## src/hdl/sysctl_pkg.sv

```systemverilog
// system controller shared definitions
`default_nettype none

package sysctl_pkg;

	// wishbone bus widths
	localparam int WB_ADR_BITS = 32;
	localparam int WB_DAT_BITS = 32;
	localparam int WB_SEL_BITS = WB_DAT_BITS / 8;	// one select per byte lane

	// interrupt vector layout
	localparam int IRQ_BITS = 32;
	localparam int IRQ_TIMER_BIT = 3;	// periodic tick
	localparam int IRQ_EXT_BIT = 4;	// external source, old uart slot

	// address map
	// the top nibble picks a peripheral region
	localparam int REGION_SHIFT = 28;
	localparam logic [WB_ADR_BITS-REGION_SHIFT-1:0] DEBUG_REGION = 4'hE;

	// boot ram at address 0, 8 KiB by default
	localparam int BRAM_WORDS_DEF = 2048;

	// decoded slave region
	typedef enum logic [1:0] {
		REGION_BRAM,
		REGION_DEBUG,
		REGION_NONE	// unmapped, never acked
	} region_e;

endpackage

`default_nettype wire

```

## src/hdl/debug_wb.sv

```systemverilog
// led debug register slave
`default_nettype none

module debug_wb #(
	parameter int LED_BITS = 8
) (
	input  logic sys_clk,
	input  logic core_rst_i,
	input  logic [sysctl_pkg::WB_DAT_BITS-1:0] wb_dat_i,
	input  logic [sysctl_pkg::WB_SEL_BITS-1:0] wb_sel_i,
	input  logic wb_we_i,
	input  logic wb_stb_i,
	input  logic wb_cyc_i,
	output logic [sysctl_pkg::WB_DAT_BITS-1:0] wb_dat_o,
	output logic wb_ack_o,
	output logic [LED_BITS-1:0] dbg_leds_o,
	output logic led_b_o
);

	import sysctl_pkg::*;

	logic [LED_BITS-1:0] led_q;
	logic ack_q;
	logic access;

	assign access = wb_cyc_i && wb_stb_i && !ack_q;

	always_ff @(posedge sys_clk) begin
		if (core_rst_i) begin
			led_q <= '0;
			ack_q <= 1'b0;
		end else begin
			// only lane 0 carries the register
			if (access && wb_we_i && wb_sel_i[0])
				led_q <= wb_dat_i[LED_BITS-1:0];
			ack_q <= access;
		end
	end

	// read back, upper bits zero
	assign wb_dat_o = {{(WB_DAT_BITS-LED_BITS){1'b0}}, led_q};
	assign wb_ack_o = ack_q;

	assign dbg_leds_o = led_q;
	assign led_b_o = led_q[0];	// blue board led

endmodule

`default_nettype wire

```

## config.mk

```make
export PLATFORM = sky130hd
export DESIGN_NAME = debug_wb
export DESIGN_NICKNAME = d
export VERILOG_FILES = /design/src/hdl/sysctl_pkg.sv /design/src/hdl/debug_wb.sv
export SDC_FILE = /design/constraint.sdc
export NUM_CORES = 1
export LEC_CHECK = 0
export ABC_CLOCK_PERIOD_IN_PS = 3000
export BUFFER_PORTS_ARGS = -buffer_cell sky130_fd_sc_hd__buf_2
export CAP_MARGIN = 5
export CORE_UTILIZATION = 33
export DETAILED_ROUTE_END_ITERATION = 6
export PLACE_DENSITY_LB_ADDON = 0.08
export SKIP_CTS_REPAIR_TIMING = 1
export SLEW_MARGIN = 20
export SYNTH_ARGS = -nofsm -noshare
export SYNTH_HDL_FRONTEND = slang
export SYNTH_SLANG_ARGS = --single-unit
```

## constraint.sdc

```tcl
create_clock -name sys_clk -period 3 [get_ports sys_clk]
set_input_delay 0.6 -clock sys_clk [delete_from_list [all_inputs] [get_ports sys_clk]]
set_output_delay 0.6 -clock sys_clk [all_outputs]
set_load 0.03 [all_outputs]
```

==> results of run 1 <==
==> layout make-up <==
cell class | instances | area, µm²
Timing Repair Buffer | 31 | 155
Multi-Input combinational cell | 52 | 302
Clock buffer | 4 | 26.3
Fill cell | 195 | 1090
Sequential cell | 9 | 180
Tap cell | 25 | 31.3
==> flip-flops by register name (all words and copies together), names as in the netlist <==
signal	cells
dbg_leds_o	8
wb_ack_o	1
==> tightest hold or removal path, delay by kind of cell, from the launching register on <==
| family | cells | cell delay (ns) |
|---|---|---|
| muxes | 1 | 0.06 |
| and+or+nand+nor | 1 | 0.06 |
| DFF | 1 | 0.32 |
==> stage by stage <==
stage	util, %	setup slack (ns)	cell area (µm²)
final	38.9	1.54	694
after global routing	38.9	1.47	694
after CTS	38.9	1.52	694
after detailed placement	37.5	1.42	668
after global placement	37.5	1.42	668
after floorplan	-	1.66	733
==> cells in the mapped netlist <==
cell / number
nand2_1: 1
dfxtp_1: 9
nor3_1: 1
conb_1: 1
nand2b_1: 16
nor3_4: 1
clkbuf_1: 1
mux2i_1: 8
nand2_2: 1
buf_4: 33
==> power by group through the flow <==
stage / Clock [µW] / Combinational [µW] / Sequential [µW]
after detailed placement: 0 / 77.4 / 127
after global routing: 99.3 / 83.2 / 125
after CTS: 93.2 / 77.4 / 125
after global placement: 0 / 77.1 / 127
final: 88.6 / 77.1 / 125
after floorplan: 0 / 84.0 / 133
==> path summary, 6_finish.rpt <==
path                           endpoint  cells after the start                        from
max                            wb_ack_o                      1         wb_ack_o$_SDFF_PP0_
min          dbg_leds_o[1]$_SDFFE_PP0P_                      2  dbg_leds_o[1]$_SDFFE_PP0P_
max reg2reg  dbg_leds_o[5]$_SDFFE_PP0P_                      2         wb_ack_o$_SDFF_PP0_
min reg2reg  dbg_leds_o[1]$_SDFFE_PP0P_                      2  dbg_leds_o[1]$_SDFFE_PP0P_
==> metal layers <==
metal | vias to the layer above | GRT usage, % | share of wire [%]
li1 | 216 | - | -
met1 | 186 | 10.2 | 44
met2 | 37 | 13.2 | 45
met3 | 2 | 4.71 | 10
met4 | 0 | 3.53 | 1.1
met5 | - | 0 | 0
==> cells by family (layout without fill, tap and decap cells) <==
| family | Yosys count | after routing |
|---|---|---|
| other cells | 1 | 24 |
| mux | 8 | 8 |
| flops | 9 | 9 |
| simple gates | 20 | 20 |
| buf+inv | 34 | 35 |
==> key figures, run 1 <==
Status
  • Outcome: finished, final reports clean

Global routing
  • GRT Residual Overflow: 0
  • Largest net degree at the start of global routing: 18
  • Vias in the first global route: 301
  • Initial antenna violation count: 0
  • First-pass GRT wire length: 1280 µm
  • GRT Total Usage: 8.73%

Synth
  • Synth top area share: 38.3%
  • Post-synthesis sequential area ratio: 27.9%
  • Syn avg cell area: 8.98 µm²
  • Multiplexer share of the synthesized area: 12.4%
  • Synth Area in Adders: 0%
  • Largest family of logic cells by synthesized area: buffers and inverters
  • Syn Inst Count: 72
  • Xor and xnor fraction of the mapped netlist area: 0%
  • Post-Synth Simple-Gate Area: 20.3%
  • Area contributors post-synth: buf_4 38%, dfxtp_1 28%, nand2b_1 15%, mux2i_1 12%, nor3_4 2.5%
  • Synthesized area: 647 µm²
  • Post-synthesis cell type count: 10
  • Compound-cell area share of the yosys netlist: 0%
  • Most area-hungry cell type in the Yosys netlist: buf_4
  • Flops & latches, synth: 9
  • Yosys warns: 0

Routing
  • DR vias/cell: 3.64
  • WL final: 876 µm
  • DRT iter0 DRCs: 1
  • WL/cell: 7.24 µm
  • DR vias: 441
  • Antenna-violating nets left: 0
  • Detailed-route DRC error count: 0
  • TritonRoute pass-1 iters: 2

Clock tree
  • CTS Buffer Depth: 2
  • Clock root buffer: clkbuf_4
  • Htree depth: 1
  • Clock-pin slew on the worst setup and hold paths: 0.06 ns
  • Clock Latency Late Sink: 0.25 ns
  • CTS tree: yes
  • CTS sink count: 9
  • Total CTS buffers: 3

Worst setup path
  • Slowest CP cell: dfxtp_1
  • Worst setup EP type: output port
  • CP Class: reg -> out
  • Worst Path Buf+Inv: 1
  • CP peak stage delay: 0.39 ns
  • Reg2reg setup slack: 1.85 ns
  • Crit-path cells: buf_2
  • Setup crit start kind: register
  • Crit path max fanout: 3
  • WP data required: 2.40 ns
  • CP top delay family: flip-flops
  • CP arrival: 0.86 ns

Power
  • Total power: 290 µW
  • Clock power share: 30.5%
  • PD cells: 418 nW/µm²
  • Sw Share: 34.6%
  • Power share of the sequential group: 42.9%
  • Worst IR Drop VDD: 0.187 mV
  • Combinational power share: 26.6%
  • Leak: 0.000372 µW
  • P_sw: 100 µW
  • Cell Int Power: 190 µW

Die
  • Core area: 1780 µm²
  • Die width: 46.3 µm
  • Die H: 46.3 µm
  • Die outline area: 2140 µm²
  • Std-Cell Rows: 15
  • Starting Density: 36.3%
  • Top Ports: 83

Timing
  • Fin. Hold Viols: 0
  • Fin crit period: 1.46 ns
  • Tcrit/Tclk final: 48.8%
  • Slew Limit Headroom: 63.8%
  • Unrepaired setup endpoints after global routing: false
  • Worst Max-Slew Pin Slew: 0.541 ns
  • Max-slew violations: 0
  • Clock Skews: 0.00133 ns
  • Count of final setup violators: 0
  • Hold_ws: 0.485 ns
  • Setup TNS Final: 0 ns
  • Max frequency: 683 MHz

Layout
  • Commonest non-fill, non-tap cell in the layout: buf_2
  • Most frequent cells in the layout: 31 x buf_2, 24 x conb_1, 16 x nand2b_1, 9 x dfxtp_1, 8 x mux2i_1
  • Share of cells above drive strength 1: 37.5%
  • Area growth, synth to finish: 7.35%
  • Post-Layout Cell Count: 121
  • # diodes: 0
  • Nets: 138

Placed design
  • Port Buf Inserts: 31
  • Detail Placement HPWL: 697 µm
  • Gpl congestion: 0.554
  • Post-Place Cells: 117

Job
  • # Max-Cap Violations: 0

Hold path
  • Min-delay worst type: reg -> reg
(Power assumes the default switching activity.)
==> run 2: changes to the inputs <==
--- a/config.mk
+++ b/config.mk
@@ -5,10 +5,10 @@
 export SDC_FILE = /design/constraint.sdc
 export NUM_CORES = 1
 export LEC_CHECK = 0
-export ABC_CLOCK_PERIOD_IN_PS = 3000
+export ABC_CLOCK_PERIOD_IN_PS = 1500
 export BUFFER_PORTS_ARGS = -buffer_cell sky130_fd_sc_hd__buf_2
 export CAP_MARGIN = 5
-export CORE_UTILIZATION = 33
+export CORE_UTILIZATION = 31
 export DETAILED_ROUTE_END_ITERATION = 6
 export PLACE_DENSITY_LB_ADDON = 0.08
 export SKIP_CTS_REPAIR_TIMING = 1
==> constraint.sdc (replaced) <==
create_clock -name sys_clk -period 1.5 [get_ports sys_clk]
set_input_delay 0.3 -clock sys_clk [delete_from_list [all_inputs] [get_ports sys_clk]]
set_output_delay 0.3 -clock sys_clk [all_outputs]
set_load 0.03 [all_outputs]
==> key figures, run 2 (synthesis results as in run 1) <==
Status
  • Outcome: finished, final reports clean

Worst setup path
  • CP peak stage delay: 0.39 ns (about the same)
  • WP data required: 1.20 ns (-1.20 ns)
  • Slowest CP cell: dfxtp_1
  • CP Class: reg -> out
  • CP top delay family: flip-flops
  • Worst setup EP type: output port
  • Crit path max fanout: 3 (unchanged)
  • Setup crit start kind: register
  • Worst Path Buf+Inv: 1 (unchanged)
  • Crit-path cells: buf_2
  • CP arrival: 0.87 ns (about the same)

Job
  • # Max-Cap Violations: 0 (unchanged)

Timing
  • Fin crit period: 1.17 ns
  • Count of final setup violators: 0 (unchanged)
  • Unrepaired setup endpoints after global routing: false
  • Fin. Hold Viols: 0 (unchanged)
  • Setup TNS Final: 0 ns (unchanged)
  • Clock Skews: 0.00168 ns (+0.000351 ns)
  • Max-slew violations: 0 (unchanged)
  • Max frequency: 857 MHz
  • Worst setup margin: 0.333 ns (-1.20 ns)
  • Tcrit/Tclk final: 77.8%

Global routing
  • First-pass GRT wire length: 1440 µm (+12%)
  • Initial antenna violation count: 0 (unchanged)
  • Largest net degree at the start of global routing: 18 (unchanged)
  • Vias in the first global route: 329 (+9.3%)
  • GRT Total Usage: 9.66% (+0.93 points)
  • GRT Residual Overflow: 0 (unchanged)

Placed design
  • Port Buf Inserts: 31 (unchanged)
  • DP Area: 678 µm² (+1.5%)
  • Post-Place Cells: 120 (+2.6%)
  • Detail Placement HPWL: 686 µm (-1.7%)
  • Pre-CTS worst setup slack: 0.398 ns (-1.03 ns)
  • Gpl congestion: 0.652 (+18%)

Routing
  • DR vias/cell: 3.48 (-4.6%)
  • Antenna-violating nets left: 0 (unchanged)
  • TritonRoute pass-1 iters: 3 (+1)
  • DRT iter0 DRCs: 4 (+3)
  • WL/cell: 7.23 µm (about the same)
  • WL final: 897 µm (+2.4%)
  • Detailed-route DRC error count: 0 (unchanged)
  • DR vias: 431 (-2.3%)

Layout
  • Nets: 139 (+0.72%)
  • Post-Layout Cell Count: 124 (+2.5%)
  • # diodes: 0 (unchanged)
  • Max reg flops: 8 (unchanged)
  • Share of cells above drive strength 1: 38.1% (+0.64 points)
  • Commonest non-fill, non-tap cell in the layout: buf_2
  • Final Util: 35.9% (-3.0 points)
  • Area growth, synth to finish: 8.90%
  • Final Instance Area: 704 µm² (+1.4%)
  • Most frequent cells in the layout: 31 x buf_2, 24 x conb_1, 16 x nand2b_1, 9 x dfxtp_1, 8 x mux2i_1

Power
  • Leak: 0.000378 µW (+1.4%)
  • Worst IR Drop VDD: 0.449 mV (+140%)
  • PD cells: 847 nW/µm² (+100%)

Hold path
  • Min-delay worst type: in -> reg

Die
  • Die outline area: 2270 µm² (+6.2%)
  • Starting Density: 33.0% (-3.3 points)
  • Std-Cell Rows: 16 (+1)
  • Die width: 47.7 µm (+3.0%)
  • Core area: 1960 µm² (+10%)
  • Die H: 47.7 µm (+3.0%)
  • Top Ports: 83 (unchanged)

Clock tree
  • Clock Latency Late Sink: 0.26 ns (about the same)
  • CTS tree: yes
  • CTS sink count: 9 (unchanged)
  • Total CTS buffers: 3 (unchanged)
  • Clock root buffer: clkbuf_4
  • Clock-pin slew on the worst setup and hold paths: 0.07 ns (about the same)
  • Htree depth: 1 (unchanged)
  • CTS Buffer Depth: 2 (unchanged)
[run 2: changes by cell type in the layout (fill, tap and decap cells not counted)]
cell,delta
buf_4,+1
[run 2: worst paths after layout]
check,start,endpoint,slack (ns),depth (start not counted)
worst max-delay path,wb_ack_o$_SDFF_PP0_,wb_ack_o,0.33,1
worst min-delay path,wb_dat_i[5],dbg_leds_o[5]$_SDFFE_PP0P_,0.29,3
worst min register to register,dbg_leds_o[7]$_SDFFE_PP0P_,dbg_leds_o[7]$_SDFFE_PP0P_,0.48,2
worst max register to register,wb_ack_o$_SDFF_PP0_,dbg_leds_o[2]$_SDFFE_PP0P_,0.52,3
[run 2: cell type report]
type,instances,area (µm²)
multi-input cells,52,302
repair buffers,32,163
flip-flops and latches,9,180
clock buffers,4,26.3
fillers,232,1260
well taps,27,33.8
[run 2: stage by stage]
step,power [µW],hold slack (ns)
final,597,0.289
after global routing,637,0.300
after CTS,608,0.280
after detailed placement,410,0.472
after global placement,409,0.469
after floorplan,433,0.455
[run 2: where the power goes]
| group | internal (µW) | switching, µW |
|---|---|---|
| registers | 244 | 4.10 |
| logic | 33.8 | 122 |
| clock network | 103 | 90.1 |
[run 2: routing by layer]
layer	GRT usage [%]	up-vias	wire length [µm]
met5	0	-	0
met2	13.2	30	402
li1	-	216	-
met3	2.26	0	85
met4	8.33	0	0
met1	12.5	185	409
