==> src/hdl/sysctl_pkg.sv <==
// system controller shared definitions
`default_nettype none

package sysctl_pkg;

	// wishbone bus widths
	localparam int WB_ADR_BITS = 32;
	localparam int WB_DAT_BITS = 32;
	localparam int WB_SEL_BITS = WB_DAT_BITS / 8;	// one select per byte lane

	// interrupt vector layout
	localparam int IRQ_BITS = 32;
	localparam int IRQ_TIMER_BIT = 3;	// periodic tick
	localparam int IRQ_EXT_BIT = 4;	// external source, old uart slot

	// address map
	// the top nibble picks a peripheral region
	localparam int REGION_SHIFT = 28;
	localparam logic [WB_ADR_BITS-REGION_SHIFT-1:0] DEBUG_REGION = 4'hE;

	// boot ram at address 0, 8 KiB by default
	localparam int BRAM_WORDS_DEF = 2048;

	// decoded slave region
	typedef enum logic [1:0] {
		REGION_BRAM,
		REGION_DEBUG,
		REGION_NONE	// unmapped, never acked
	} region_e;

endpackage

`default_nettype wire

==> src/hdl/irq_ctrl.sv <==
// tick timer and interrupt vector
`default_nettype none

module irq_ctrl #(
	parameter int TICK_BITS = 16
) (
	input  logic sys_clk,
	input  logic core_rst_i,
	input  logic ext_irq_i,
	output logic [sysctl_pkg::IRQ_BITS-1:0] irq_o,
	output logic led_g_o
);

	import sysctl_pkg::*;

	logic [TICK_BITS-1:0] tick_cnt;
	logic [TICK_BITS-1:0] tick_nxt;
	logic timer_q;
	logic ext_q;

	assign tick_nxt = tick_cnt + 1'b1;

	// free running, wraps every 2^TICK_BITS cycles
	always_ff @(posedge sys_clk) begin
		if (core_rst_i) begin
			tick_cnt <= '0;
		end else begin
			tick_cnt <= tick_nxt;
		end
	end

	// zero detect on the next count
	// the pulse is high for exactly the cycle the counter reads zero
	always_ff @(posedge sys_clk) begin
		if (core_rst_i) begin
			timer_q <= 1'b0;
			ext_q <= 1'b0;
		end else begin
			timer_q <= (tick_nxt == '0);
			ext_q <= ext_irq_i;	// one flop of delay
		end
	end

	always_comb begin
		irq_o = '0;
		irq_o[IRQ_TIMER_BIT] = timer_q;
		irq_o[IRQ_EXT_BIT] = ext_q;
	end

	// green led is lit (low) while anything is pending
	assign led_g_o = ~(|irq_o);

endmodule

`default_nettype wire

==> config.mk <==
export PLATFORM = sky130hd
export DESIGN_NAME = irq_ctrl
export DESIGN_NICKNAME = d
export VERILOG_FILES = /design/src/hdl/sysctl_pkg.sv /design/src/hdl/irq_ctrl.sv
export SDC_FILE = /design/constraint.sdc
export NUM_CORES = 1
export LEC_CHECK = 0
export BUFFER_PORTS_ARGS = -buffer_cell sky130_fd_sc_hd__buf_2
export CORE_UTILIZATION = 40
export DETAILED_ROUTE_END_ITERATION = 8
export PLACE_DENSITY = 0.66
export SLEW_MARGIN = 20
export SYNTH_ARGS = -nofsm -noshare
export SYNTH_HDL_FRONTEND = slang
export SYNTH_SLANG_ARGS = --single-unit
export TNS_END_PERCENT = 10
==> constraint.sdc <==
create_clock -name sys_clk -period 2.1 [get_ports sys_clk]
set_clock_uncertainty 0.05 [all_clocks]
set_input_delay 0.315 -clock sys_clk [delete_from_list [all_inputs] [get_ports sys_clk]]
set_output_delay 0.315 -clock sys_clk [all_outputs]
set_load 0.01 [all_outputs]
==> results of run 1 <==
==> routing by layer <==
metal	GRT usage [%]	wire length, microns
met5	0	0
met2	21.1	920
met1	15.3	890
met3	4.99	112
met4	2.09	0
==> worst max-delay path, delay by kind of cell, from the launching register on <==
family	cells	cell delay, ps
compound gates	1	310
simple gates	3	670
flops	1	420
fa+ha+maj	1	240
mux	1	210
==> power breakdown <==
group	internal, W	total [W]	switching [W]	leakage (nW)
Sequential	0.000348	0.000357	0.00000889	0.146
Combinational	0.0000138	0.0000544	0.0000406	0.355
Clock	0.000106	0.000213	0.000108	0.0210
==> cell usage after synthesis (all sizes together) <==
master   number  area (sq um)
buf          33           248
nor2         21          78.8
dfxtp        18           360
nand2         9          36.3
xor2          7          61.3
nand3         6          45.0
nor3          6          35.0
nand4         5          52.6
xnor2         5          43.8
a21oi         3          15.0
inv           3          11.3
o21ai         3          15.0
or3           3          20.0
clkbuf        2          7.51
ha            2          25.0
nor2b         2          12.5
nor4          2          42.5
a2111oi       1          27.5
a32oi         1          8.76
and2          1          6.26
and4          1          8.76
and4b         1          10.0
and4bb        1          12.5
conb          1          3.75
mux2i         1          10.0
o2111ai       1          8.76
o31a          1          8.76
o32ai         1          8.76
or2           1          6.26
==> sequential cells by signal (all words and copies together), names as in the netlist <==
| signal | count |
|---|---|
| ext_q | 1 |
| tick_cnt | 16 |
| timer_q | 1 |
==> cell type report <==
| cell class | instances | area share [%] |
|---|---|---|
| inverter | 3 | 0.934 |
| clock buffer | 4 | 3.01 |
| sequential | 18 | 30.0 |
| multi-input combinational | 115 | 59.5 |
| timing repair buffer | 7 | 3.32 |
| tap | 31 | 3.22 |
==> stage by stage <==
step                      instance area (sq um)  hold slack, ps  setup slack, ps
after floorplan                            1340             393              168
final                                      1210             178             99.9
after global placement                     1160             432              159
after CTS                                  1200             177             53.3
after detailed placement                   1160             458             90.9
after global routing                       1210             173             6.15
==> cell usage in the layout (no fill, tap or decap), types with 3 or more instances in the layout <==
cell type / Yosys / final
conb_1: 1 / 30
nor2_1: 21 / 21
dfxtp_1: 18 / 17
nand2_1: 8 / 8
xor2_1: 7 / 7
xnor2_1: 5 / 5
nor3_1: 5 / 5
buf_2: 0 / 5
nand3_1: 3 / 3
nand3_2: 3 / 3
nand4_1: 3 / 3
o21ai_0: 3 / 3
a21oi_1: 3 / 3
clkbuf_4: 0 / 3
==> worst paths after layout <==
check	start	end	slack [ps]	cells after the start
setup / recovery	tick_cnt[1]	timer_q	100	6
hold reg to reg	tick_cnt[0]	tick_cnt[0]	430	1
hold / removal	ext_irq_i	ext_q	180	2
setup reg to reg	tick_cnt[1]	timer_q	100	6
==> cells by family after synthesis <==
family                   count (synthesis)
adder cells (fa/ha/maj)                  2
flip-flops                              18
AO/OA/AOI/OAI                           11
buffers and inverters                   38
other                                    1
AND/OR/NAND/NOR                         59
XOR/XNOR                                12
multiplexers                             1
==> metrics.md, run 1 <==
| Metric | Value |
|---|---|
| Outcome | `finished, violations left` |
| Failing checks | `design-rule violations` |
| H-tree depth | `1` |
| Simple-Gate Fraction of Synth Area | `29.8%` |
| Cell Count, Final, Fillers Out | `178` |
| Top Ports | `36` |
| Post-synthesis mux area share | `0.814%` |
| Tot Pwr | `0.000625 W` |
| Initial antenna violation count | `0` |
| Netlist Area Pre-Place | `1230 sq um` |
| Ant. Diodes | `0` |
| Initial Utilization | `43.5%` |
| Final min period | `2000 ps` |
| # Max-Cap Violations | `0` |
| Global-route wire length before repair | `3200 microns` |
| Final WL | `1920 microns` |
| Root buf cell | `clkbuf_4` |
| Vias/cell | `4.74` |
| Synth cell types | `36` |
| Final setup violation count | `0` |
| Leakage | `0.522 nW` |
| Global placer's final weighted congestion | `0.837` |
| Mean cell area of the mapped netlist | `8.66 sq um` |
| DR vias | `844` |
| Sequential area share after synthesis | `29.3%` |
| Post-CTS Setup Inserts | `0` |
| Multi-input logic area | `718 sq um` |
| Startpoint Class | `flop` |
| Longest Clk Path Bufs | `2` |
| Vias in the first global route | `747` |
| Largest family of logic cells by synthesized area | `simple AND/OR/NAND/NOR gates` |
| HP Class | `input pin to flop` |
| DRC | `5` |
| Std-Cell Rows | `19` |
| Compound-Gate Fraction of Synth Area | `7.53%` |
| Final hold vios | `0` |
| Later-pin clock latency in the skew report | `290 ps` |
| Final worst path period share | `95.2%` |
| Core footprint | `2830 sq um` |
| Max incr delay on CP | `420 ps` |
| WL/cell | `10.8 microns` |
| Total CTS buffers | `3` |
| Maximum vdd drop | `0.316 mV` |
| FF+latch area | `362 sq um` |
| Filler Cell Count | `287` |
| Crit path max fanout | `8` |
| Worst-path clk slew | `100 ps` |
| Area delta synth->final | `-1.93%` |
| Die area | `3300 sq um` |
| Final setup TNS | `0 ps` |
| HPWL Detailed | `1480 microns` |
| Final core utilization | `42.6%` |
| Synth Warn # | `0` |
| Largest net degree at the start of global routing | `19` |
| # placed instances | `174` |
| Synth Area in XOR/XNOR | `8.55%` |
| Post-DRT Antenna Nets | `0` |
| Die W | `57.5 microns` |
| Gate Count Post-Synth | `142` |
| Share of cells above drive strength 1 | `16.3%` |
| Global Route Usage Sum | `12.5%` |
| Crit path capture type | `flop` |
| Achievable Freq | `500 MHz` |
| Max-slew violation count | `0` |
| Critical path class | `flop to flop` |
| CTS tree | `built` |
| Grt total ovfl | `0` |
| Worst path slowest cell | `dfxtp_1` |
| Worst EP required | `2250 ps` |
| Fin nets | `153` |
| Post_cts resized | `0` |
| #FFs+latches synth | `18` |
| DR pass1 iterations | `6` |
| Crit path DAT | `2150 ps` |
| Worst path cell trace | `ha_1, nand4_4, or2_1, mux2i_1, nand4_1, a2111oi_4` |
| # hold bufs at CTS | `0` |
| Input/output buffers | `5` |
| RSZ-0062 raised after global routing | `false` |
| Initial drt markers | `11` |
| CTS Sinks | `18` |
| Die height | `57.5 microns` |
| PwrDens | `518 nW/um^2` |
| Post-Synth Adder-Cell Area | `2.03%` |
No activity file was read; power rests on OpenSTA's default activity.
==> run 2, diff against run 1 <==
- BUFFER_PORTS_ARGS: -buffer_cell sky130_fd_sc_hd__buf_2 -> -buffer_cell sky130_fd_sc_hd__buf_4
- CORE_UTILIZATION: 40 -> 35
- PLACE_DENSITY: 0.66 -> 0.62
- clock period: 2.1 -> 1.8 ns (I/O delays scaled with it)
==> run 2 against run 1 <==
The flow now finishes without violations. Cell area up 12%. First-iteration DRC count up 150%. Largest power group unchanged. Non-clock buffer count up 14. Maximum frequency up 11%.
==> metrics.md, run 2 (synthesis results as in run 1) <==
| Metric | Value |
|---|---|
| DR vias | `912 (+8.1%)` |
| Top Ports | `36 (unchanged)` |
| Crit path max fanout | `5 (-3)` |
| Final setup violation count | `0 (unchanged)` |
| Final min period | `1800 ps (-202 ps)` |
| RSZ-0062 raised after global routing | `true` |
| FF+latch area | `367 sq um (+1.4%)` |
| Outcome | `complete, no violations` |
| Initial Utilization | `36.6% (-6.9 points)` |
| # Max-Cap Violations | `0 (unchanged)` |
| CTS tree | `built` |
| Global Route Usage Sum | `13.0% (+0.46 points)` |
| Startpoint Class | `flop` |
| Die area | `3760 sq um (+14%)` |
| Achievable Freq | `556 MHz (+11%)` |
| Most frequent cells in the layout | `conb_1 (30), nor2_1 (21), buf_4 (21), dfxtp_1 (13), nand2_1 (8)` |
| Area delta synth->final | `10.2%` |
| Setup WS pre-CTS | `-8.24 ps (-99.2 ps)` |
| WL/cell | `10.4 microns (-3.6%)` |
| Filler Cell Count | `373 (+30%)` |
| Initial drt markers | `27 (+16)` |
| Largest registers | `tick_cnt x16, ext_q x1, timer_q x1` |
| HPWL Detailed | `1550 microns (+4.7%)` |
| Vias/cell | `4.43 (-6.6%)` |
| Crit path DAT | `1950 ps (-200 ps)` |
| Grt total ovfl | `0 (unchanged)` |
| Switching part of the total | `26.7% (+1.5 points)` |
| Initial antenna violation count | `0 (unchanged)` |
| Reg with most FFs | `tick_cnt` |
| Multi-input logic area | `739 sq um (+3.0%)` |
| HP Class | `input pin to flop` |
| Core footprint | `3360 sq um (+19%)` |
| DR pass1 iterations | `4 (-2)` |
| Worst Reg-to-Reg Cells | `6 (unchanged)` |
| Input/output buffers | `5 (unchanged)` |
| Reg2reg setup slack | `2 ps (-100 ps)` |
| Crit path capture type | `flop` |
| Share of total power in the clock network | `28.9% (-5.3 points)` |
| Global-route wire length before repair | `3530 microns (+10%)` |
| Die W | `61.3 microns (+6.7%)` |
| Critical path class | `flop to flop` |
| WHS Endpoint | `ext_q` |
| HP Start | `ext_irq_i` |
| Commonest non-fill, non-tap cell in the layout | `conb_1` |
| Vias in the first global route | `836 (+12%)` |
| Die height | `61.3 microns (+6.7%)` |
| Later-pin clock latency in the skew report | `300 ps (about the same)` |
| NetSw | `0.000185 W (+18%)` |
| Total CTS buffers | `3 (unchanged)` |
| Final WL | `2150 microns (+12%)` |
| Share of cells above drive strength 1 | `27.5% (+11 points)` |
| Internal power | `0.000510 W (+9.1%)` |
| Final setup TNS | `0 ps (unchanged)` |
| Worst-path clk slew | `90 ps (about the same)` |
| Worst r2r dst | `timer_q` |
| Comb power frac | `11.4% (+2.7 points)` |
| Worst EP required | `1950 ps (-300 ps)` |
| Final worst path period share | `99.9% (+4.6 points)` |
| PwrDens | `513 nW/um^2 (-0.85%)` |
| # hold bufs at CTS | `0 (unchanged)` |
| Worst r2r src | `tick_cnt[3]` |
| Fin nets | `167 (+9.2%)` |
| H-tree depth | `1 (unchanged)` |
| Largest net degree at the start of global routing | `19 (unchanged)` |
| Std-Cell Rows | `21 (+2)` |
| Worst hold stages | `2 (unchanged)` |
| Leakage | `0.590 nW (+13%)` |
| Max reg flops | `16 (unchanged)` |
| Longest Clk Path Bufs | `2 (unchanged)` |
| Final core utilization | `40.3% (-2.3 points)` |
| Max-slew violation count | `0 (unchanged)` |
| Sequential power share | `59.7% (+2.6 points)` |
| Final hold vios | `0 (unchanged)` |
| Setup ws final | `2.15 ps (-97.8 ps)` |
| Maximum vdd drop | `0.188 mV (-41%)` |
| DRC | `0 (-5)` |
| Ant. Diodes | `0 (unchanged)` |
| CTS Sinks | `18 (unchanged)` |
| Root buf cell | `clkbuf_4` |
| Global placer's final weighted congestion | `0.886 (+5.9%)` |
| Post-DRT Antenna Nets | `0 (unchanged)` |
==> run 2: cell count changes in the layout (fill, tap and decap cells not counted) <==
| cell | change |
|---|---|
| ha_1 | -1 |
| or2_4 | +1 |
| buf_4 | +19 |
| or2_1 | -1 |
| o2111ai_2 | +1 |
| buf_2 | -5 |
| o2111ai_1 | -1 |
| clkbuf_8 | -1 |
| dfxtp_1 | -4 |
| ha_4 | +1 |
| dfxtp_2 | +4 |
==> run 2: how the worst max path moves through the flow <==
stage / startpoint / to / slack (ps)
floorplan: tick_cnt[1] / timer_q / 8
global placement: tick_cnt[1] / timer_q / 70
detailed placement: tick_cnt[1] / timer_q / -8
CTS: tick_cnt[0] / timer_q / 0.7
global route: tick_cnt[1] / timer_q / -100
finish: tick_cnt[3] / timer_q / 2
==> run 2: timing repair <==
| item | 4_1_cts | 5_1_grt |
|---|---|---|
| gates cloned | 0 | 0 |
| setup buffers | 1 | 2 |
| endpoints found under the setup margin | 1 | 1 |
| pin swaps | 2 | 4 |
| resized for setup | 6 | 1 |
==> run 2: stage by stage <==
step	power (W)	cell area [sq um]	std cells	hold slack, ps
after global routing	0.000741	1360	206	131
after floorplan	0.000532	1350	171	348
final	0.000696	1360	206	126
after global placement	0.000498	1290	200	438
after CTS	0.000712	1340	204	115
after detailed placement	0.000501	1290	200	435
==> run 2: critical path, stage by stage (launching register included) <==
cell and delay (ps):
dfxtp_1 480, nand2_2 140, nor4_4 350, buf_4 180, a32oi_1 50, o31a_1 140, a2111oi_4 310
==> run 2: cell type report <==
type | instances | area share, %
inverter | 3 | 0.831
clock buffer | 3 | 1.66
tap | 46 | 4.25
sequential | 18 | 27.1
timing repair buffer | 21 | 11.6
multi-input combinational | 115 | 54.6
==> run 2: layer usage <==
| layer | track usage (%) | vias to the layer above | part of all wire [%] | routed length [microns] |
|---|---|---|---|---|
| met5 | 0 | - | 0 | 0 |
| met4 | 5.52 | 0 | 1.0 | 22 |
| met3 | 4.20 | 3 | 3.0 | 64 |
| met2 | 23.3 | 11 | 53 | 1140 |
| met1 | 14.0 | 445 | 43 | 921 |
| li1 | - | 453 | - | - |
==> run 2: power groups by stage <==
stage	clock, W	combinational (W)	sequential, W
2_1_floorplan	0	0.000109	0.000423
3_3_place_gp	0	0.0000749	0.000423
3_5_place_dp	0	0.0000769	0.000424
4_1_cts	0.000218	0.0000786	0.000416
5_1_grt	0.000232	0.0000919	0.000418
6_report	0.000201	0.0000794	0.000416
