[config.mk]
export PLATFORM = sky130hd
export DESIGN_NAME = bus_decode
export DESIGN_NICKNAME = d
export VERILOG_FILES = /design/src/hdl/sysctl_pkg.sv /design/src/hdl/bus_decode.sv
export SDC_FILE = /design/constraint.sdc
export NUM_CORES = 1
export LEC_CHECK = 0
export BUFFER_PORTS_ARGS = -buffer_cell sky130_fd_sc_hd__buf_2
export CORE_ASPECT_RATIO = 1.5
export CORE_MARGIN = 1.5
export CORE_UTILIZATION = 23
export DETAILED_ROUTE_END_ITERATION = 10
export PLACE_DENSITY = 0.79
export RECOVER_POWER = 25
export SLEW_MARGIN = 25
export SYNTH_ARGS = -nofsm -noshare
export SYNTH_HDL_FRONTEND = slang
export SYNTH_SLANG_ARGS = --single-unit
[constraint.sdc]
create_clock -name vclk -period 1.3
set_input_delay 0.26 -clock vclk [all_inputs]
set_output_delay 0.26 -clock vclk [all_outputs]
set_load 0.005 [all_outputs]
[src/hdl/sysctl_pkg.sv]
// system controller shared definitions
`default_nettype none

package sysctl_pkg;

	// wishbone bus widths
	localparam int WB_ADR_BITS = 32;
	localparam int WB_DAT_BITS = 32;
	localparam int WB_SEL_BITS = WB_DAT_BITS / 8;	// one select per byte lane

	// interrupt vector layout
	localparam int IRQ_BITS = 32;
	localparam int IRQ_TIMER_BIT = 3;	// periodic tick
	localparam int IRQ_EXT_BIT = 4;	// external source, old uart slot

	// address map
	// the top nibble picks a peripheral region
	localparam int REGION_SHIFT = 28;
	localparam logic [WB_ADR_BITS-REGION_SHIFT-1:0] DEBUG_REGION = 4'hE;

	// boot ram at address 0, 8 KiB by default
	localparam int BRAM_WORDS_DEF = 2048;

	// decoded slave region
	typedef enum logic [1:0] {
		REGION_BRAM,
		REGION_DEBUG,
		REGION_NONE	// unmapped, never acked
	} region_e;

endpackage

`default_nettype wire

[src/hdl/bus_decode.sv]
// wishbone address decoder
`default_nettype none

module bus_decode #(
	parameter int BRAM_WORDS = sysctl_pkg::BRAM_WORDS_DEF
) (
	// master side
	input  logic [sysctl_pkg::WB_ADR_BITS-1:0] wb_adr_i,
	input  logic wb_cyc_i,
	output logic [sysctl_pkg::WB_DAT_BITS-1:0] wb_dat_o,
	output logic wb_ack_o,

	// block ram slave
	input  logic [sysctl_pkg::WB_DAT_BITS-1:0] bram_dat_i,
	input  logic bram_ack_i,
	output logic bram_cyc_o,

	// debug register slave
	input  logic [sysctl_pkg::WB_DAT_BITS-1:0] dbg_dat_i,
	input  logic dbg_ack_i,
	output logic dbg_cyc_o
);

	import sysctl_pkg::*;

	// bram bound in words
	localparam logic [WB_ADR_BITS-3:0] BRAM_LIMIT = (WB_ADR_BITS-2)'(BRAM_WORDS);

	logic [WB_ADR_BITS-3:0] adr_word;
	logic [WB_ADR_BITS-REGION_SHIFT-1:0] adr_nibble;
	region_e region;

	assign adr_word = wb_adr_i[WB_ADR_BITS-1:2];	// byte address to word index
	assign adr_nibble = wb_adr_i[WB_ADR_BITS-1:REGION_SHIFT];

	// bram wins if both would match
	always_comb begin
		if (adr_word < BRAM_LIMIT) begin
			region = REGION_BRAM;
		end else if (adr_nibble == DEBUG_REGION) begin
			region = REGION_DEBUG;
		end else begin
			region = REGION_NONE;
		end
	end

	// only one slave ever sees cyc
	assign bram_cyc_o = wb_cyc_i && (region == REGION_BRAM);
	assign dbg_cyc_o = wb_cyc_i && (region == REGION_DEBUG);

	// return path
	always_comb begin
		case (region)
			REGION_BRAM: begin
				wb_dat_o = bram_dat_i;
				wb_ack_o = bram_ack_i;
			end
			REGION_DEBUG: begin
				wb_dat_o = dbg_dat_i;
				wb_ack_o = dbg_ack_i;
			end
			default: begin
				// unmapped reads give zero and hang until the master gives up
				wb_dat_o = '0;
				wb_ack_o = 1'b0;
			end
		endcase
	end

endmodule

`default_nettype wire

==> results by group, run 1 <==
Setup path
  – Buf/Inv on CP: 4
  – Critical path, cell by cell: buf_2 -> nor4_2 -> nand4_1 -> buf_6 -> buf_6 -> and4bb_2 -> buf_2
  – Worst Setup End Kind: primary output
  – Worst setup path end: bram_cyc_o
  – Setup crit start kind: input pin
  – Critical path depth: 7
  – CP max-delay cell: nor4_2
  – CP delay by family, top: simple AND/OR/NAND/NOR gates
  – Crit path max fanout: 7
  – Slowest stage delay, CP: 0.28 ns
  – WS Path Type: input pin to primary output
  – CP Data Arrival Time: 1.47 ns
  – CP startpoint: wb_adr_i[29]
  – Required time worst endpoint: 1.04 ns

Route
  – DRC viols: 0
  – Vias post-DR: 1347
  – 1st-iter DRT viols: 15
  – Vias per cell: 4.83
  – ANT nets after route: 0
  – Drt wl/cell: 12.4 µm
  – WL final: 3.45 mm
  – Pre-Repair DR Iteration Count: 4

Final layout
  – Most frequent cells in the layout: buf_2 (117), nand3b_1 (33), nand2_1 (33), o21ai_1 (18), o21ai_2 (12)
  – Layout Cells excl Fill: 279
  – Layout clock buffer count: 0
  – Layout cells sized above 1: 63.2%
  – Diodes inserted: 0
  – Commonest non-fill, non-tap cell in the layout: buf_2
  – Seq cells: 0
  – FILL cells: 290
  – FF+latch area: 0 µm²
  – Layout net count: 343
  – Syn-to-layout area delta: 131%
  – Fin area: 1520 µm²

Timing
  – Unrepaired setup endpoints after global routing: yes
  – Slew headroom: 71.7%
  – Hold WS: 0.788 ns
  – Crit share post-route: 133%
  – Final Hold Viols: 0
  – Worst slew pin tran: 0.425 ns
  – Final Max Slew Viols: 0
  – Setup violators final: 35
  – Max Freq: 0.578 GHz
  – Minimum clock period: 1.73 ns
  – Setup ws final: -0.431 ns

Die
  – # rows: 23
  – Die Y-Extent: 68.5 µm
  – Initial Utilization: 24.3%
  – Num ports: 134
  – Core area: 2710 µm²
  – Die area: 3190 µm²
  – Chip width: 46.6 µm

Yosys
  – Syn_nets: 220
  – Syn_area_per_cell: 5.43 µm²
  – Yosys warning count: 0
  – Mapped Cells: 121
  – Sequential fraction of the synthesis area: 0%
  – Post-synthesis cell type count: 13
  – Mapped cell area: 657 µm²

Pwr
  – Pwr Total: 0.000274 W
  – Power Dens Cells: 180 nW/µm²
  – Peak VDD IR: 141 µV
  – Lkg Pwr: 0.745 nW

Placement
  – Dpl cell area: 1360 µm²
  – Routability cong.: 0.746
  – Placed cell count: 271
  – DP Wirelength: 2.34 mm
  – Worst slack at placement: -0.351 ns
  – # port buffers: 121

Status
  – Run status: finished, violations left
  – Failing checks: setup timing

Clocking
  – Cts hold-fix bufs: 0

Global route
  – Vias in the first global route: 1179
  – Largest net degree at the start of global routing: 35
  – Grt ovf: 0
  – First-pass GRT wire length: 4.59 mm
  – Antenna violations before repair: 0
  – Tot GR Track Use: 18.5%

Flow run
  – Max_cap viols: 0

Worst hold path
  – Worst hold path type: input pin to primary output
[cells in the mapped netlist]
cell type  number  share of area [%]
nand2_1        33                 19
and4bb_2        1                1.9
and2_1          1               0.95
buf_2           3                2.3
and4b_1         1                1.5
nor4_1          4                3.8
o21ai_0         3                2.3
nor2_1          1               0.57
clkbuf_2        3                2.3
nand3b_1       33                 38
nand4_1         1               0.95
clkbuf_1        7                4.0
o21ai_1        30                 23
[cell families (layout without fill, tap and decap cells)]
| family | count (synthesis) | count (layout) | share of synthesized area, % |
|---|---|---|---|
| and+or+nand+nor | 75 | 75 | 66.3 |
| AOI/OAI and AO/OA | 33 | 33 | 25.1 |
| buffers and inverters | 13 | 134 | 8.57 |
[worst min-delay path by stage]
stage | from | endpoint | cells after the start
floorplan | dbg_ack_i | wb_ack_o | 2
global placement | dbg_ack_i | wb_ack_o | 4
detailed placement | dbg_ack_i | wb_ack_o | 4
CTS | dbg_ack_i | wb_ack_o | 4
global route | dbg_dat_i[15] | wb_dat_o[15] | 4
finish | dbg_dat_i[23] | wb_dat_o[23] | 4
[per-layer routing]
layer | track usage, % | share of wire (%)
met1 | 18.4 | 36
met2 | 39.9 | 55
met3 | 1.06 | 7.3
met4 | 1.74 | 1.2
met5 | 0 | 0
[cell type report]
class | count | area [µm²] | share of cell area, %
repair buffers | 134 | 772 | 50.8
well taps | 37 | 46.3 | 3.05
multi-input cells | 108 | 701 | 46.1
[through the flow]
stage,utilization [%],TNS (ns)
CTS,53.5,-9.39
detailed placement,50.1,-8.30
finish,56.2,-11.74
floorplan,-,-1.11
global placement,50.1,-7.59
global route,56.2,-13.14
[repair_timing]
action,CTS,global route
pin swaps,8,12
hold endpoints to repair,0,0
gates resized for setup,10,15
setup buffers,2,4
setup endpoints to repair,35,35
gates cloned,2,2
[report_power, final]
group          switching [W]  internal [W]  total (W)
clock network              0             0          0
registers                  0             0          0
logic               0.000111      0.000162   0.000274
total               0.000111      0.000162   0.000274
Power figures use the tool's default switching activity.
==> run 2, diff against run 1 <==
- SETUP_SLACK_MARGIN: default -> 0.3
==> results by group, run 2 (same netlist as run 1, synthesis figures left out) <==
Flow run
  – Max_cap viols: 0

Global route
  – Vias in the first global route: 1138
  – Grt ovf: 0
  – First-pass GRT wire length: 4.56 mm
  – Largest net degree at the start of global routing: 35
  – Tot GR Track Use: 18.2%
  – Antenna violations before repair: 0

Route
  – DRC viols: 0
  – Vias post-DR: 1343
  – Drt wl/cell: 12.1 µm
  – Pre-Repair DR Iteration Count: 4
  – 1st-iter DRT viols: 20
  – ANT nets after route: 0
  – WL final: 3.35 mm
  – Vias per cell: 4.87

Final layout
  – Layout clock buffer count: 0
  – Most frequent cells in the layout: buf_2 (111), nand3b_1 (33), nand2_1 (33), o21ai_1 (20), buf_6 (12)
  – FILL cells: 277
  – Multi-input logic area: 704 µm²
  – Layout net count: 340
  – Layout cells sized above 1: 62.3%
  – Diodes inserted: 0
  – Syn-to-layout area delta: 137%
  – Post-layout util: 57.5%
  – Seq cells: 0
  – Commonest non-fill, non-tap cell in the layout: buf_2
  – FF+latch area: 0 µm²
  – Layout Cells excl Fill: 276

Setup path
  – Required time worst endpoint: 1.04 ns
  – Worst path most repeated cell: buf_6
  – Worst Setup End Kind: primary output
  – Setup crit start kind: input pin
  – Critical path, cell by cell: buf_6 -> nor4_4 -> nand4_1 -> buf_6 -> and4bb_2 -> buf_2
  – WS Path Type: input pin to primary output
  – Slowest stage delay, CP: 0.28 ns
  – Crit path max fanout: 7
  – CP max-delay cell: and4bb_2
  – CP Data Arrival Time: 1.36 ns

Pwr
  – Lkg Pwr: 0.753 nW
  – Power Dens Cells: 187 nW/µm²
  – Peak VDD IR: 166 µV

Timing
  – Crit share post-route: 125%
  – Final setup TNS: -8.74 ns
  – Setup violators final: 35
  – Final Max Slew Viols: 0
  – Slew headroom: 71.8%
  – Setup ws final: -0.319 ns
  – Worst slew pin tran: 0.422 ns
  – Hold WS: 0.782 ns
  – Unrepaired setup endpoints after global routing: yes
  – Minimum clock period: 1.62 ns
  – Max Freq: 0.617 GHz
  – Final Hold Viols: 0

Clocking
  – Cts hold-fix bufs: 0

Placement
  – Placed cell count: 273
  – Routability cong.: 0.795
  – # port buffers: 121
  – DP Wirelength: 2.42 mm

Worst hold path
  – Worst hold path type: input pin to primary output

Die
  – Initial Utilization: 24.3%
  – Core area: 2710 µm²
  – # rows: 23
  – Chip width: 46.6 µm
  – Num ports: 134
  – Die Y-Extent: 68.5 µm
  – Die area: 3190 µm²

Status
  – Failing checks: setup timing
  – Run status: finished, violations left
-- run 2: cell count changes in the layout (fill, tap and decap cells not counted), sizes merged --
cell    before  now
buf        134  130
clkbuf       0    1
-- run 2: where the power goes --
group / internal, W / total (W) / switching, W
clock: 0 / 0 / 0
combinational: 0.000175 / 0.000291 / 0.000115
sequential: 0 / 0 / 0
-- run 2: worst paths after layout --
| check | from | end | slack, ns | cells after the start |
|---|---|---|---|---|
| setup / recovery | wb_adr_i[19] | bram_cyc_o | -0.32 | 6 |
| hold / removal | dbg_dat_i[27] | wb_dat_o[27] | 0.78 | 4 |
-- run 2: metal layers --
layer	global-route usage, %	vias to the layer above	routed length, µm
li1	-	671	-
met1	18.4	592	1140
met2	39.4	76	1880
met5	0	-	0
met4	1.04	0	32
met3	1.06	4	304
-- run 2: worst max-delay path: cells and delay by family --
kind          cells  cell delay, ns
simple gates      3            0.71
buf+inv           3            0.37
-- run 2: cell type report --
type,count,share of cell area (%)
tap,37,2.97
multi-input combinational,108,45.3
timing repair buffer,131,51.8
-- run 2: repair_timing --
action | in CTS | in global routing
gates resized for setup | 12 | 13
setup endpoints to repair | 35 | 35
pin swaps | 16 | 5
cloned | 0 | 2
buffers inserted | 1 | 0
-- run 2: stage by stage --
| step | worst slack [ns] | cell area [µm²] | total power (W) |
|---|---|---|---|
| after floorplan | -0.0368 | 709 | 0.0000816 |
| after global placement | -0.350 | 1400 | 0.000253 |
| after detailed placement | -0.357 | 1400 | 0.000258 |
| after CTS | -0.314 | 1470 | 0.000276 |
| after global routing | -0.383 | 1560 | 0.000317 |
| final | -0.319 | 1560 | 0.000291 |
==> run 3, diff against run 2 <==
- CORE_MARGIN: 1.5 -> 2
==> results by group, run 3 (same netlist as run 1, synthesis figures left out) <==
Final layout
  – Layout cells sized above 1: 67.8%
  – Layout net count: 343
  – Syn-to-layout area delta: 140%
  – FILL cells: 289
  – Seq cells: 0
  – Diodes inserted: 0
  – Fin area: 1570 µm²
  – FF+latch area: 0 µm²
  – Most frequent cells in the layout: buf_2 (117), nand3b_1 (33), nand2_1 (33), o21ai_2 (22), buf_6 (11)
  – Commonest non-fill, non-tap cell in the layout: buf_2
  – Layout clock buffer count: 0

Global route
  – Tot GR Track Use: 19.1%
  – Grt ovf: 0
  – First-pass GRT wire length: 5.06 mm
  – Vias in the first global route: 1221
  – Largest net degree at the start of global routing: 35
  – Antenna violations before repair: 0

Setup path
  – Worst Setup End Kind: primary output
  – WS Path Type: input pin to primary output
  – Setup crit start kind: input pin
  – Required time worst endpoint: 1.04 ns
  – Buf/Inv on CP: 4
  – CP startpoint: wb_adr_i[30]
  – CP Data Arrival Time: 1.43 ns
  – CP max-delay cell: nor4_4
  – CP delay by family, top: simple AND/OR/NAND/NOR gates
  – Crit path max fanout: 7
  – Critical path, cell by cell: buf_6 -> nor4_4 -> nand4_1 -> buf_6 -> buf_8 -> and4bb_2 -> buf_2
  – Slowest stage delay, CP: 0.27 ns
  – Worst path most repeated cell: buf_6

Timing
  – Crit share post-route: 130%
  – Worst slew pin tran: 0.412 ns
  – Setup ws final: -0.390 ns
  – Max Freq: 0.592 GHz
  – Slew headroom: 72.5%
  – Hold WS: 0.785 ns
  – Setup violators final: 34
  – Unrepaired setup endpoints after global routing: yes
  – Minimum clock period: 1.69 ns
  – Final Hold Viols: 0
  – Final Max Slew Viols: 0

Die
  – Die Y-Extent: 69.5 µm
  – Die area: 3310 µm²
  – Num ports: 134
  – Core area: 2710 µm²
  – Initial Utilization: 24.3%
  – Chip width: 47.6 µm
  – # rows: 23

Placement
  – DP Wirelength: 2.47 mm
  – Routability cong.: 0.670
  – # port buffers: 121
  – Dpl cell area: 1380 µm²

Clocking
  – Cts hold-fix bufs: 0

Status
  – Failing checks: setup timing
  – Run status: finished, violations left

Route
  – Vias post-DR: 1376
  – Drt wl/cell: 12.8 µm
  – WL final: 3.57 mm
  – DRC viols: 0
  – Pre-Repair DR Iteration Count: 4
  – 1st-iter DRT viols: 26
  – Vias per cell: 4.93
  – ANT nets after route: 0

Pwr
  – Lkg Pwr: 0.778 nW
  – Peak VDD IR: 147 µV
  – Power Dens Cells: 177 nW/µm²

Worst hold path
  – Worst hold path type: input pin to primary output
  – Hold Path Origin: dbg_dat_i[4]

Flow run
  – Max_cap viols: 0
## run 3: per-stage QoR
step	setup WS (ns)	utilization, %	total power [W]	instances	setup TNS, ns
floorplan	-0.0368	-	0.0000816	121	-1.11
global placement	-0.330	50.9	0.000249	272	-7.65
detailed placement	-0.367	50.9	0.000253	272	-8.87
CTS	-0.332	54.3	0.000269	276	-9.32
global route	-0.458	58.2	0.000306	279	-13.47
finish	-0.390	58.2	0.000279	279	-10.86
## run 3: final cells by class
type	instances	area, µm²	share of cell area (%)
tap	37	46.3	2.94
timing repair buffer	134	787	50.0
multi-input combinational	108	741	47.1
## run 3: repair_timing
action,in CTS,in global routing
pin swaps,10,11
setup buffers,1,2
setup endpoints to repair,35,35
resized for setup,17,23
gates cloned,3,1
## run 3: path summary, 6_finish.rpt
| check | slack [ns] | cells after the start | end |
|---|---|---|---|
| min | 0.78 | 4 | wb_dat_o[4] |
| max | -0.39 | 7 | bram_cyc_o |
## run 3: power breakdown
| part | switching [W] | internal (W) | leakage [nW] |
|---|---|---|---|
| sequential | 0 | 0 | 0 |
| combinational | 0.000116 | 0.000163 | 0.778 |
| clock | 0 | 0 | 0 |
| total | 0.000116 | 0.000163 | 0.778 |
## run 3: metal layers
metal | GRT usage, % | wire [µm]
met5 | 0 | 0
met4 | 6.01 | 46
met3 | 1.82 | 299
met2 | 35.7 | 1980
met1 | 20.3 | 1250
## run 3: worst min-delay path, stage by stage
cell,delay (ns)
buf_2,0.07
nand2_1,0.05
o21ai_2,0.04
buf_2,0.10
